===== config.mk =====
export PLATFORM = sky130hd
export DESIGN_NAME = l1_cache
export DESIGN_NICKNAME = d
export VERILOG_FILES = /design/src/l1_cache_pkg.sv /design/src/cache_way.sv /design/src/cache_ctrl.sv /design/src/l1_cache.sv
export SDC_FILE = /design/constraint.sdc
export NUM_CORES = 2
export LEC_CHECK = 0
export ABC_AREA = 1
export BUFFER_PORTS_ARGS = -buffer_cell sky130_fd_sc_hd__buf_2
export CORE_ASPECT_RATIO = 1.5
export CORE_MARGIN = 5
export CORE_UTILIZATION = 50
export DETAILED_ROUTE_END_ITERATION = 8
export PLACE_DENSITY = 0.74
export SETUP_SLACK_MARGIN = 0.05
export SYNTH_ARGS = -nofsm -noshare
export SYNTH_HDL_FRONTEND = slang
export SYNTH_SLANG_ARGS = --single-unit

===== constraint.sdc =====
create_clock -name clk -period 5 [get_ports clk]
set_input_delay 0.5 -clock clk [delete_from_list [all_inputs] [get_ports clk]]
set_output_delay 0.5 -clock clk [all_outputs]
set_load 0.01 [all_outputs]

===== src/l1_cache_pkg.sv =====
// L1 cache geometry, address field widths and controller state encoding

package l1_cache_pkg;

    // ------------------------------------------------------------------------
    // Geometry: 2 ways, 4 sets, 4 words per line
    // ------------------------------------------------------------------------
    localparam int ADDR_W      = 30;  // Processor word address
    localparam int LINE_ADDR_W = 28;  // Memory line address
    localparam int WORD_W      = 32;
    localparam int LINE_W      = 128; // Word k at bits 32k+31:32k
    localparam int NUM_SETS    = 4;

    // Word address split is tag | set | offset
    localparam int OFFS_W = 2;
    localparam int SET_W  = 2;
    localparam int TAG_W  = 26;       // Word address bits 29:4

    // ------------------------------------------------------------------------
    // Miss handling FSM
    // ------------------------------------------------------------------------
    typedef enum logic [2:0] {
        ST_IDLE       = 3'd0,  // Idle or serving hits
        ST_WB_THEN_RD = 3'd1,  // Victim write-back, read miss pending
        ST_RD         = 3'd2,  // Line fill for a read
        ST_WB_THEN_WR = 3'd3,  // Victim write-back, write miss pending
        ST_RD_FOR_WR  = 3'd4   // Line fill for a write
    } cache_state_e;

endpackage


===== src/cache_way.sv =====
// One cache way: valid, dirty, tag and line storage with tag compare and word select

`timescale 1ns/1ps

module cache_way
    import l1_cache_pkg::*;
(
    input  logic                clk,
    input  logic                rst_n,

    // Lookup and update controls from the controller
    input  logic [SET_W-1:0]    i_set,
    input  logic [TAG_W-1:0]    i_tag,
    input  logic [OFFS_W-1:0]   i_offs,
    input  logic                i_word_we,
    input  logic [WORD_W-1:0]   i_wdata,
    input  logic                i_fill_we,
    input  logic                i_fill_dirty,
    input  logic [LINE_W-1:0]   i_fill_line,

    // Lookup results for the current set
    output logic                o_hit,
    output logic [WORD_W-1:0]   o_rdata,
    output logic                o_dirty,
    output logic [TAG_W-1:0]    o_tag,
    output logic [LINE_W-1:0]   o_line
);

    logic [NUM_SETS-1:0] valid_q;
    logic [NUM_SETS-1:0] dirty_q;
    logic [TAG_W-1:0]    tag_q  [NUM_SETS];
    logic [LINE_W-1:0]   line_q [NUM_SETS];

    // ------------------------------------------------------------------------
    // Combinational lookup
    // ------------------------------------------------------------------------
    assign o_hit   = valid_q[i_set] && (tag_q[i_set] == i_tag);
    assign o_rdata = line_q[i_set][i_offs*WORD_W +: WORD_W];
    assign o_dirty = dirty_q[i_set];
    assign o_tag   = tag_q[i_set];   // Victim address for write-back
    assign o_line  = line_q[i_set];  // Victim data for write-back

    // ------------------------------------------------------------------------
    // State bits
    // ------------------------------------------------------------------------
    always_ff @(posedge clk) begin
        if (!rst_n) begin
            valid_q <= '0;
            dirty_q <= '0;
        end else if (i_fill_we) begin
            valid_q[i_set] <= 1'b1;
            dirty_q[i_set] <= i_fill_dirty;  // Set when filling for a write
        end else if (i_word_we) begin
            dirty_q[i_set] <= 1'b1;
        end
    end

    // Tag and line storage
    always_ff @(posedge clk) begin
        if (i_fill_we) begin
            tag_q[i_set]  <= i_tag;
            line_q[i_set] <= i_fill_line;
        end else if (i_word_we) begin
            // Merge a single word into the stored line
            line_q[i_set][i_offs*WORD_W +: WORD_W] <= i_wdata;
        end
    end

endmodule


===== src/cache_ctrl.sv =====
// Cache controller: miss FSM, per-set LRU, memory request registers and read data mux

`timescale 1ns/1ps

module cache_ctrl
    import l1_cache_pkg::*;
(
    input  logic                    clk,
    input  logic                    rst_n,

    // Processor side
    input  logic                    i_proc_read,
    input  logic                    i_proc_write,
    input  logic [ADDR_W-1:0]       i_proc_addr,
    input  logic [WORD_W-1:0]       i_proc_wdata,
    output logic [WORD_W-1:0]       o_proc_rdata,
    output logic                    o_proc_stall,

    // Lookup results from the ways
    input  logic                    i_hit0,
    input  logic                    i_hit1,
    input  logic [WORD_W-1:0]       i_rdata0,
    input  logic [WORD_W-1:0]       i_rdata1,
    input  logic                    i_dirty0,
    input  logic                    i_dirty1,
    input  logic [TAG_W-1:0]        i_tag0,
    input  logic [TAG_W-1:0]        i_tag1,
    input  logic [LINE_W-1:0]       i_line0,
    input  logic [LINE_W-1:0]       i_line1,

    // Controls to the ways
    output logic [SET_W-1:0]        o_set,
    output logic [TAG_W-1:0]        o_tag,
    output logic [OFFS_W-1:0]       o_offs,
    output logic                    o_word_we0,
    output logic                    o_word_we1,
    output logic                    o_fill_we0,
    output logic                    o_fill_we1,
    output logic                    o_fill_dirty,
    output logic [LINE_W-1:0]       o_fill_line,

    // Memory side
    output logic                    o_mem_read,
    output logic                    o_mem_write,
    output logic [LINE_ADDR_W-1:0]  o_mem_addr,
    output logic [LINE_W-1:0]       o_mem_wdata,
    input  logic                    i_mem_ready,
    input  logic [LINE_W-1:0]       i_mem_rdata
);

    cache_state_e        state_q;
    cache_state_e        state_d;
    logic [NUM_SETS-1:0] lru_q;       // Victim way per set
    logic                req;
    logic                hit;
    logic                miss;
    logic                victim;
    logic                victim_dirty;
    logic [TAG_W-1:0]    victim_tag;
    logic [LINE_W-1:0]   victim_line;
    logic                filling;

    // ------------------------------------------------------------------------
    // Address split and lookup
    // ------------------------------------------------------------------------
    assign o_set  = i_proc_addr[OFFS_W +: SET_W];
    assign o_tag  = i_proc_addr[ADDR_W-1 -: TAG_W];
    assign o_offs = i_proc_addr[OFFS_W-1:0];

    assign req  = i_proc_read | i_proc_write;
    assign hit  = i_hit0 | i_hit1;
    assign miss = req & ~hit;

    assign o_proc_stall = miss;
    assign o_proc_rdata = i_hit1 ? i_rdata1 : i_rdata0;

    // Victim selection by LRU
    assign victim       = lru_q[o_set];
    assign victim_dirty = victim ? i_dirty1 : i_dirty0;
    assign victim_tag   = victim ? i_tag1 : i_tag0;
    assign victim_line  = victim ? i_line1 : i_line0;

    // Write hits merge the word at the edge
    assign o_word_we0 = (state_q == ST_IDLE) & i_proc_write & i_hit0;
    assign o_word_we1 = (state_q == ST_IDLE) & i_proc_write & i_hit1;

    // Fill goes into the victim way on the ready cycle
    assign filling      = ((state_q == ST_RD) | (state_q == ST_RD_FOR_WR)) & i_mem_ready;
    assign o_fill_we0   = filling & ~victim;
    assign o_fill_we1   = filling & victim;
    assign o_fill_dirty = (state_q == ST_RD_FOR_WR);
    assign o_fill_line  = i_mem_rdata;

    // ------------------------------------------------------------------------
    // Next state
    // ------------------------------------------------------------------------
    always_comb begin
        state_d = state_q;
        case (state_q)
            ST_IDLE: begin
                if (miss) begin
                    if (victim_dirty) begin
                        state_d = i_proc_read ? ST_WB_THEN_RD : ST_WB_THEN_WR;
                    end else begin
                        state_d = i_proc_read ? ST_RD : ST_RD_FOR_WR;
                    end
                end
            end
            ST_WB_THEN_RD: if (i_mem_ready) state_d = ST_RD;
            ST_WB_THEN_WR: if (i_mem_ready) state_d = ST_RD_FOR_WR;
            ST_RD,
            ST_RD_FOR_WR:  if (i_mem_ready) state_d = ST_IDLE;
            default:       state_d = ST_IDLE;
        endcase
    end

    // ------------------------------------------------------------------------
    // State, request strobes and LRU
    // ------------------------------------------------------------------------
    always_ff @(posedge clk) begin
        if (!rst_n) begin
            state_q     <= ST_IDLE;
            o_mem_read  <= 1'b0;
            o_mem_write <= 1'b0;
            lru_q       <= '0;
        end else begin
            state_q <= state_d;
            case (state_q)
                ST_IDLE: begin
                    if (miss) begin
                        o_mem_write <= victim_dirty;   // Write-back first if dirty
                        o_mem_read  <= ~victim_dirty;
                    end else if (req) begin
                        lru_q[o_set] <= i_hit0;        // Point at the other way
                    end
                end
                ST_WB_THEN_RD,
                ST_WB_THEN_WR: begin
                    if (i_mem_ready) begin
                        o_mem_write <= 1'b0;
                        o_mem_read  <= 1'b1;
                    end
                end
                default: begin
                    if (i_mem_ready) o_mem_read <= 1'b0;
                end
            endcase
        end
    end

    // Request address and write-back data, held until ready
    always_ff @(posedge clk) begin
        if (state_q == ST_IDLE && miss) begin
            o_mem_addr  <= victim_dirty ? {victim_tag, o_set} : {o_tag, o_set};
            o_mem_wdata <= victim_line;
        end else if ((state_q == ST_WB_THEN_RD || state_q == ST_WB_THEN_WR) && i_mem_ready) begin
            o_mem_addr <= {o_tag, o_set};  // Fill address after write-back
        end
    end

endmodule


===== src/l1_cache.sv =====
// L1 cache top level: controller and two ways

`timescale 1ns/1ps

module l1_cache
    import l1_cache_pkg::*;
(
    input  logic                    clk,
    input  logic                    rst_n,

    // Processor side
    input  logic                    i_proc_read,
    input  logic                    i_proc_write,
    input  logic [ADDR_W-1:0]       i_proc_addr,
    input  logic [WORD_W-1:0]       i_proc_wdata,
    output logic [WORD_W-1:0]       o_proc_rdata,
    output logic                    o_proc_stall,

    // Memory side
    output logic                    o_mem_read,
    output logic                    o_mem_write,
    output logic [LINE_ADDR_W-1:0]  o_mem_addr,
    output logic [LINE_W-1:0]       o_mem_wdata,
    input  logic                    i_mem_ready,
    input  logic [LINE_W-1:0]       i_mem_rdata
);

    // Shared lookup and fill controls
    logic [SET_W-1:0]  set;
    logic [TAG_W-1:0]  tag;
    logic [OFFS_W-1:0] offs;
    logic              fill_dirty;
    logic [LINE_W-1:0] fill_line;

    // Per-way controls and results
    logic              word_we0, word_we1;
    logic              fill_we0, fill_we1;
    logic              hit0, hit1;
    logic              dirty0, dirty1;
    logic [WORD_W-1:0] rdata0, rdata1;
    logic [TAG_W-1:0]  tag0, tag1;
    logic [LINE_W-1:0] line0, line1;

    cache_ctrl u_ctrl (
        .clk          (clk),
        .rst_n        (rst_n),
        .i_proc_read  (i_proc_read),
        .i_proc_write (i_proc_write),
        .i_proc_addr  (i_proc_addr),
        .i_proc_wdata (i_proc_wdata),
        .o_proc_rdata (o_proc_rdata),
        .o_proc_stall (o_proc_stall),
        .i_hit0       (hit0),
        .i_hit1       (hit1),
        .i_rdata0     (rdata0),
        .i_rdata1     (rdata1),
        .i_dirty0     (dirty0),
        .i_dirty1     (dirty1),
        .i_tag0       (tag0),
        .i_tag1       (tag1),
        .i_line0      (line0),
        .i_line1      (line1),
        .o_set        (set),
        .o_tag        (tag),
        .o_offs       (offs),
        .o_word_we0   (word_we0),
        .o_word_we1   (word_we1),
        .o_fill_we0   (fill_we0),
        .o_fill_we1   (fill_we1),
        .o_fill_dirty (fill_dirty),
        .o_fill_line  (fill_line),
        .o_mem_read   (o_mem_read),
        .o_mem_write  (o_mem_write),
        .o_mem_addr   (o_mem_addr),
        .o_mem_wdata  (o_mem_wdata),
        .i_mem_ready  (i_mem_ready),
        .i_mem_rdata  (i_mem_rdata)
    );

    // ------------------------------------------------------------------------
    // Ways
    // ------------------------------------------------------------------------
    cache_way u_way0 (
        .clk          (clk),
        .rst_n        (rst_n),
        .i_set        (set),
        .i_tag        (tag),
        .i_offs       (offs),
        .i_word_we    (word_we0),
        .i_wdata      (i_proc_wdata),
        .i_fill_we    (fill_we0),
        .i_fill_dirty (fill_dirty),
        .i_fill_line  (fill_line),
        .o_hit        (hit0),
        .o_rdata      (rdata0),
        .o_dirty      (dirty0),
        .o_tag        (tag0),
        .o_line       (line0)
    );

    cache_way u_way1 (
        .clk          (clk),
        .rst_n        (rst_n),
        .i_set        (set),
        .i_tag        (tag),
        .i_offs       (offs),
        .i_word_we    (word_we1),
        .i_wdata      (i_proc_wdata),
        .i_fill_we    (fill_we1),
        .i_fill_dirty (fill_dirty),
        .i_fill_line  (fill_line),
        .o_hit        (hit1),
        .o_rdata      (rdata1),
        .o_dirty      (dirty1),
        .o_tag        (tag1),
        .o_line       (line1)
    );

endmodule


; After elaboration in Yosys (flattened, before gate mapping)
; Memory sizes are Yosys's and may differ from the RTL's.
; Cells that the tools add are included.
[classes]
n_lt_le_gt_ge = 2
shift = 4
n_eq_ne = 11
mux = 306
reduce_logical = 18
n_bitwise = 274
addsub = 1
[ops]
columns = operator, n
row1 = 128-bit two-way mux, 3
row2 = 1-bit two-way mux, 275
row3 = 1-bit bitwise OR, 259
row4 = 128-bit by 8-bit variable part select with 32-bit output, 2
row5 = "32-bit by 34-bit variable shift with 128-bit output, first input constant", 1
row6 = 32-bit by 34-bit variable part select with 128-bit output, 1
row7 = 28-bit two-way mux, 3
row8 = 26-bit equality test, 2
row9 = 7-bit negation with 34-bit output, 1
row10 = 32-bit two-way mux, 1
row11 = 26-bit two-way mux, 1
row12 = 3-bit two-way mux, 6
row13 = 4-bit two-way mux, 4
row14 = 4-bit bitwise OR, 4
row15 = 4-bit bitwise mux, 3
row16 = 3-bit case mux with 4 select lines, 1
row17 = 1-bit binary-select mux with 2-bit select, 5
row18 = 2-bit nonzero test, 5
row19 = 3-bit AND reduction, 3
row20 = "2-bit inequality test, second input constant", 4
row21 = 1-bit AND, 7
row22 = "3-bit by 2-bit equality test with 1-bit output, second input constant", 2
row23 = 1-bit logical AND, 5
row24 = 1-bit NOT, 4
row25 = other kinds (12), 14
[totals]
output_inout_bits = 191
reg_bits = 181
n_memories = 4
ram_bits = 1232
inputBits = 195
[memory_table]
columns = memory, depth, word_bits, read_ports, rd_ports_with_merged_regs, wr, line
row1 = u_way0.line_q, 4, 128, 1, 0, 1, cache_way.sv:32  ; logic [LINE_W-1:0] line_q [NUM_SETS];
row2 = u_way1.line_q, 4, 128, 1, 0, 1, cache_way.sv:32
row3 = u_way0.tag_q, 4, 26, 1, 0, 1, cache_way.sv:31  ; logic [TAG_W-1:0] tag_q [NUM_SETS];
row4 = u_way1.tag_q, 4, 26, 1, 0, 1, cache_way.sv:31

; Longest topological paths before layout
[depth]
ltp_word = 8
mapped_depth = 23
ltp_nobuf = 19

; Cells and area by module
; A second synthesis with hierarchy kept.
[hier_totals]
hier_cells = 5331
area_unflattened_um2 = 61207.5
[by_module_without_submodules]
columns = module, cells_each, area_each_um2, n_inst, seq_area_each_um2
row1 = cache_way at u_way1, 2136, 26067.5, 1, 18657.9
row2 = cache_way at u_way0, 2153, 26017.5, 1, 18657.9
row3 = cache_ctrl, 1042, 9122.5, 1, 4864.7

; Least setup slack after synthesis
; OpenSTA, ideal clock, no wires.
[synth_timing]
path_type = input to register
from = input i_proc_addr[2]
to = register u_ctrl.o_mem_wdata[0], enable pin
n_path_buf = 4
path_slack_ns = -0.090
stages = 19
t_arrival_ns = 4.609
required_ns = 4.519
path_cell_list = buf_4 > inv_2 > buf_6 > buf_2 > nand2_1 > nand2_1 > nand2_1 > nand3_1 > nand2_1 > nand3_1 > nor2_1 > nand2_1 > nor2_1 > nand2_1 > buf_2 > nand3_2 > inv_1 > nand2_1 > inv_1
[synth_via]
elab_chain_len = 7
[synth_rtl]
columns = element, line
row1 = "start, declared", l1_cache.sv:14  ; input logic [ADDR_W-1:0] i_proc_addr,
row2 = memory 4 x 26 bit / 1-bit binary-select mux with 2-bit select (equally long branches), --
row3 = 26-bit equality test / 1-bit two-way mux (equally long branches), cache_way.sv:37  ; assign o_hit = valid_q[i_set] && (tag_q[i_set] == i_tag);
row4 = 1-bit logical AND, cache_way.sv:37
row5 = 1-bit bitwise OR (*), cache_ctrl.sv:71  ; assign hit = i_hit0 | i_hit1;
row6 = 1-bit NOT (*), cache_ctrl.sv:72  ; assign miss = req & ~hit;
row7 = 1-bit AND (*), cache_ctrl.sv:72
row8 = net o_proc_stall, l1_cache.sv:17  ; output logic o_proc_stall,
row9 = 1-bit logical AND (*), cache_ctrl.sv:153  ; if (state_q == ST_IDLE && miss) begin
row10 = "end signal, assigned", cache_ctrl.sv:155  ; o_mem_wdata <= victim_line;
row11 = "end, declared", cache_ctrl.sv:46  ; output logic [LINE_W-1:0] o_mem_wdata,
; The timed path passes the listed nets; every way through them passes the cells marked *. The select of a mux whose other input is x is not followed.
; A chain may end at the register's enable or synchronous reset.

; Worst setup path after layout
[layout_timing]
from = input i_proc_addr[2]
to = output o_proc_rdata[13]
[layout_via]
elab_chain_len = 4
[layout_rtl]
columns = element, line
row1 = branches (longest 3 deep; another with memory 4 x 128 bit), --
row2 = 32-bit two-way mux (*), cache_ctrl.sv:75  ; assign o_proc_rdata = i_hit1 ? i_rdata1 : i_rdata0;
row3 = "end, declared", l1_cache.sv:16  ; output logic [WORD_W-1:0] o_proc_rdata,
; Every way passes the cells marked *. The select of a mux whose other input is x is not followed.

==> results_dict.tcl <==
set metrics [dict create \
    run_status "finished, final reports clean" \
    critPathRequiredTime_ps 4500 \
    layout_commonest_cell "nand2_1" \
    layout_common_cells "1,496 x nand2_1, 1,388 x edfxtp_1, 505 x o21ai_0" \
    h-tree-depth 4 \
    worst_pin_slew_ps 1067 \
    detail_route.wl_per_cell_um 27.70 \
    vdd.ir_drop.worst_v 0.0003520 \
    synth_cell_types 39 \
    finalClockSkew_ps 35.11 \
    clk-insertion-delay-late_ps 770 \
    post_cts_resized 0 \
    slew_violations 0 \
    reg2reg_depth 16 \
    period_share 0.9185 \
    grt.total_usage 0.2975 \
    synth_cells 4904 \
    r2r-start "u_way1.tag_q[1][15]" \
    hold_buffers 0 \
    cts_sinks 1413 \
    synth_warnings 0 \
    avgSynthCellArea_um2 12.00 \
    drc_errors 0 \
    grt_start_max_net_pins 135 \
    hold_viol 0 \
    antenna_found_initial 37 \
    multi_input_area_um2 15220 \
    die-area_um2 124800 \
    rsz0062_at_grt "false" \
    drt-vias-per-instance 6.190 \
    power_mw 27.69 \
    finalSetupViolations 0 \
    synthesis.nets 5105 \
    ys_ff_latch 1413 \
    seqCellArea_um2 42180 \
    placementRows 154 \
    netlist_area_um2 58870 \
    min_from "i_proc_addr[6]" \
    slew_headroom 0.2887 \
    ys_seq_area_frac 0.7165 \
    hpwl_mm 123.6 \
    first_pass_iters 7 \
    die_h_um 430.2 \
    ant_nets 0 \
    first_iter_violations 6117 \
    cp.arrival_ps 4090 \
    gp_congestion 0.9877 \
    postRouteWirelength_mm 192.7 \
    r2r_end "u_way1.line_q[2][43]" \
    grt_pass1_wl_mm 274.2 \
    drive_gt1_frac 0.1512 \
    finalWorstSetupSlack_ps 407.4 \
    grt_overflow 0 \
    cts_setup_buffers 0 \
    start_util 0.5025 \
    power_density_nw_per_um2 406.8 \
    cts_root_buf "clkbuf_16" \
    cp-end-kind "output port" \
    setup-tns-final_ps 0 \
    critPathLaunch "i_proc_addr[2]" \
    pre_cts_slack_ps 445.1 \
    leakage_nw 24.91 \
    clk_path_buf_depth 3 \
    grt_pass1_vias 40453 \
    max_cap_viol_count 0 \
    layout_min_cycle_time_ps 4593 \
    hold_class "primary input to flip-flop" \
    clk_pin_slew_worst_paths_ps 60 \
    fill_cells 9205 \
    endpoint "o_proc_rdata[13]" \
    nets 5474 \
    die_x_um 290.2 \
    area_growth_pct 15.64 \
    fmax_mhz 217.7 \
    cts_buffers 130 \
    critPathLaunchType "primary input" \
    cts_tree "yes" \
    io_pins 386 \
    vias 43056 \
    r2r_setup_slack_ps 1300 \
    core_um2 117200 \
    worstSetupPathType "primary input to output port" \
    portBuffers 385 \
    crit_fanout 66 \
]
## synth_stat cells, drive strengths merged
cell    instances  share of area
nand2        1504          0.096
edfxtp       1388           0.71
o21ai         567          0.048
clkbuf        214          0.014
nand3         208          0.018
a21oi         165          0.014
a221oi        160          0.024
a22oi         137          0.017
inv           132         0.0084
a22o          129          0.019
nor2          107         0.0070
buf           104         0.0097
dfxtp          25         0.0085
nand4          18         0.0019
o211ai         10         0.0013
o21a            7        0.00089
ha              6         0.0013
nor3            4        0.00043
nand3b          3        0.00038
o22ai           3        0.00032
o31ai           3        0.00038
or2             3        0.00032
a31oi           2        0.00021
clkinv          1       0.000064
mux2i           1        0.00017
nor3b           1        0.00013
nor4            1        0.00011
or3             1        0.00011
## metal layers
metal,up-vias,part of all wire,GRT usage
met5,-,0.00046,0
met4,14,0.069,0.1719
met3,498,0.13,0.07203
met2,3044,0.46,0.4654
met1,20776,0.34,0.3821
li1,18724,-,-
## stage by stage
step	hold slack, ps	instance area [um^2]	util	instances
after global routing	62.78	68020	0.5806	6936
after global placement	448.4	63760	0.5442	6701
final	82.50	68070	0.5810	6956
after floorplan	436.2	58870	-	4904
after CTS	36.06	68010	0.5805	6930
after detailed placement	453.2	63760	0.5442	6701
## worst max-delay path: stages
cell	delay, ps
buf_2	130
inv_2	310
buf_4	370
nand2_1	80
nand2_1	70
nand2_1	80
nand2_1	130
nand2_1	60
nand2_1	100
nand2_1	70
nor2_1	90
nand2_1	100
nor2_1	200
nand2_4	110
buf_12	240
o21ai_0	650
nand2_1	270
nand2_1	120
nand2_1	170
buf_2	200
## where the power goes
part           switching [mW]  leakage (nW)  total (mW)  internal [mW]
Combinational            2.49          9.99        3.45          0.966
Clock                    4.39          2.06        10.0           5.64
Sequential              0.260          12.9        14.2           13.9
## flip-flops by register name, indices dropped and copies added, names as in the netlist
| signal | flops |
|---|---|
| u_way1.valid_q | 4 |
| u_ctrl.lru_q | 4 |
| u_way0.valid_q | 4 |
| u_ctrl.o_mem_write | 1 |
| u_ctrl.o_mem_addr | 28 |
| u_way0.tag_q | 104 |
| u_way1.line_q | 512 |
| u_ctrl.o_mem_wdata | 128 |
| u_ctrl.state_q | 3 |
| u_ctrl.o_mem_read | 1 |
| u_way0.dirty_q | 4 |
| u_way1.dirty_q | 4 |
| u_way0.line_q | 512 |
| u_way1.tag_q | 104 |
## how the worst min path moves through the flow
stage / cells past startpoint / end
after CTS: 1 / u_way0.tag_q[1][22]
after global routing: 1 / u_way0.tag_q[3][2]
after global placement: 1 / u_way0.valid_q[0]
final: 1 / u_way0.tag_q[3][2]
after detailed placement: 1 / u_way0.valid_q[3]
after floorplan: 2 / u_way0.valid_q[1]
## cells by family after synthesis
family | after synthesis | synth area share
AOI/OAI and AO/OA | 1183 | 0.1258
adders and majority gates | 6 | 0.001275
buffers and inverters | 451 | 0.03180
DFF | 1413 | 0.7165
muxes | 1 | 0.0001700
and+or+nand+nor | 1850 | 0.1244
## layout make-up
class                   instances  area share
diodes                         26   0.0009558
inverters                     133    0.007499
flip-flops and latches       1413      0.6197
repair buffers                555     0.05720
clock inverters                74     0.01167
well taps                    1560     0.02867
multi-input cells            3040      0.2236
clock buffers                 155     0.05073
(Power assumes the default switching activity.)
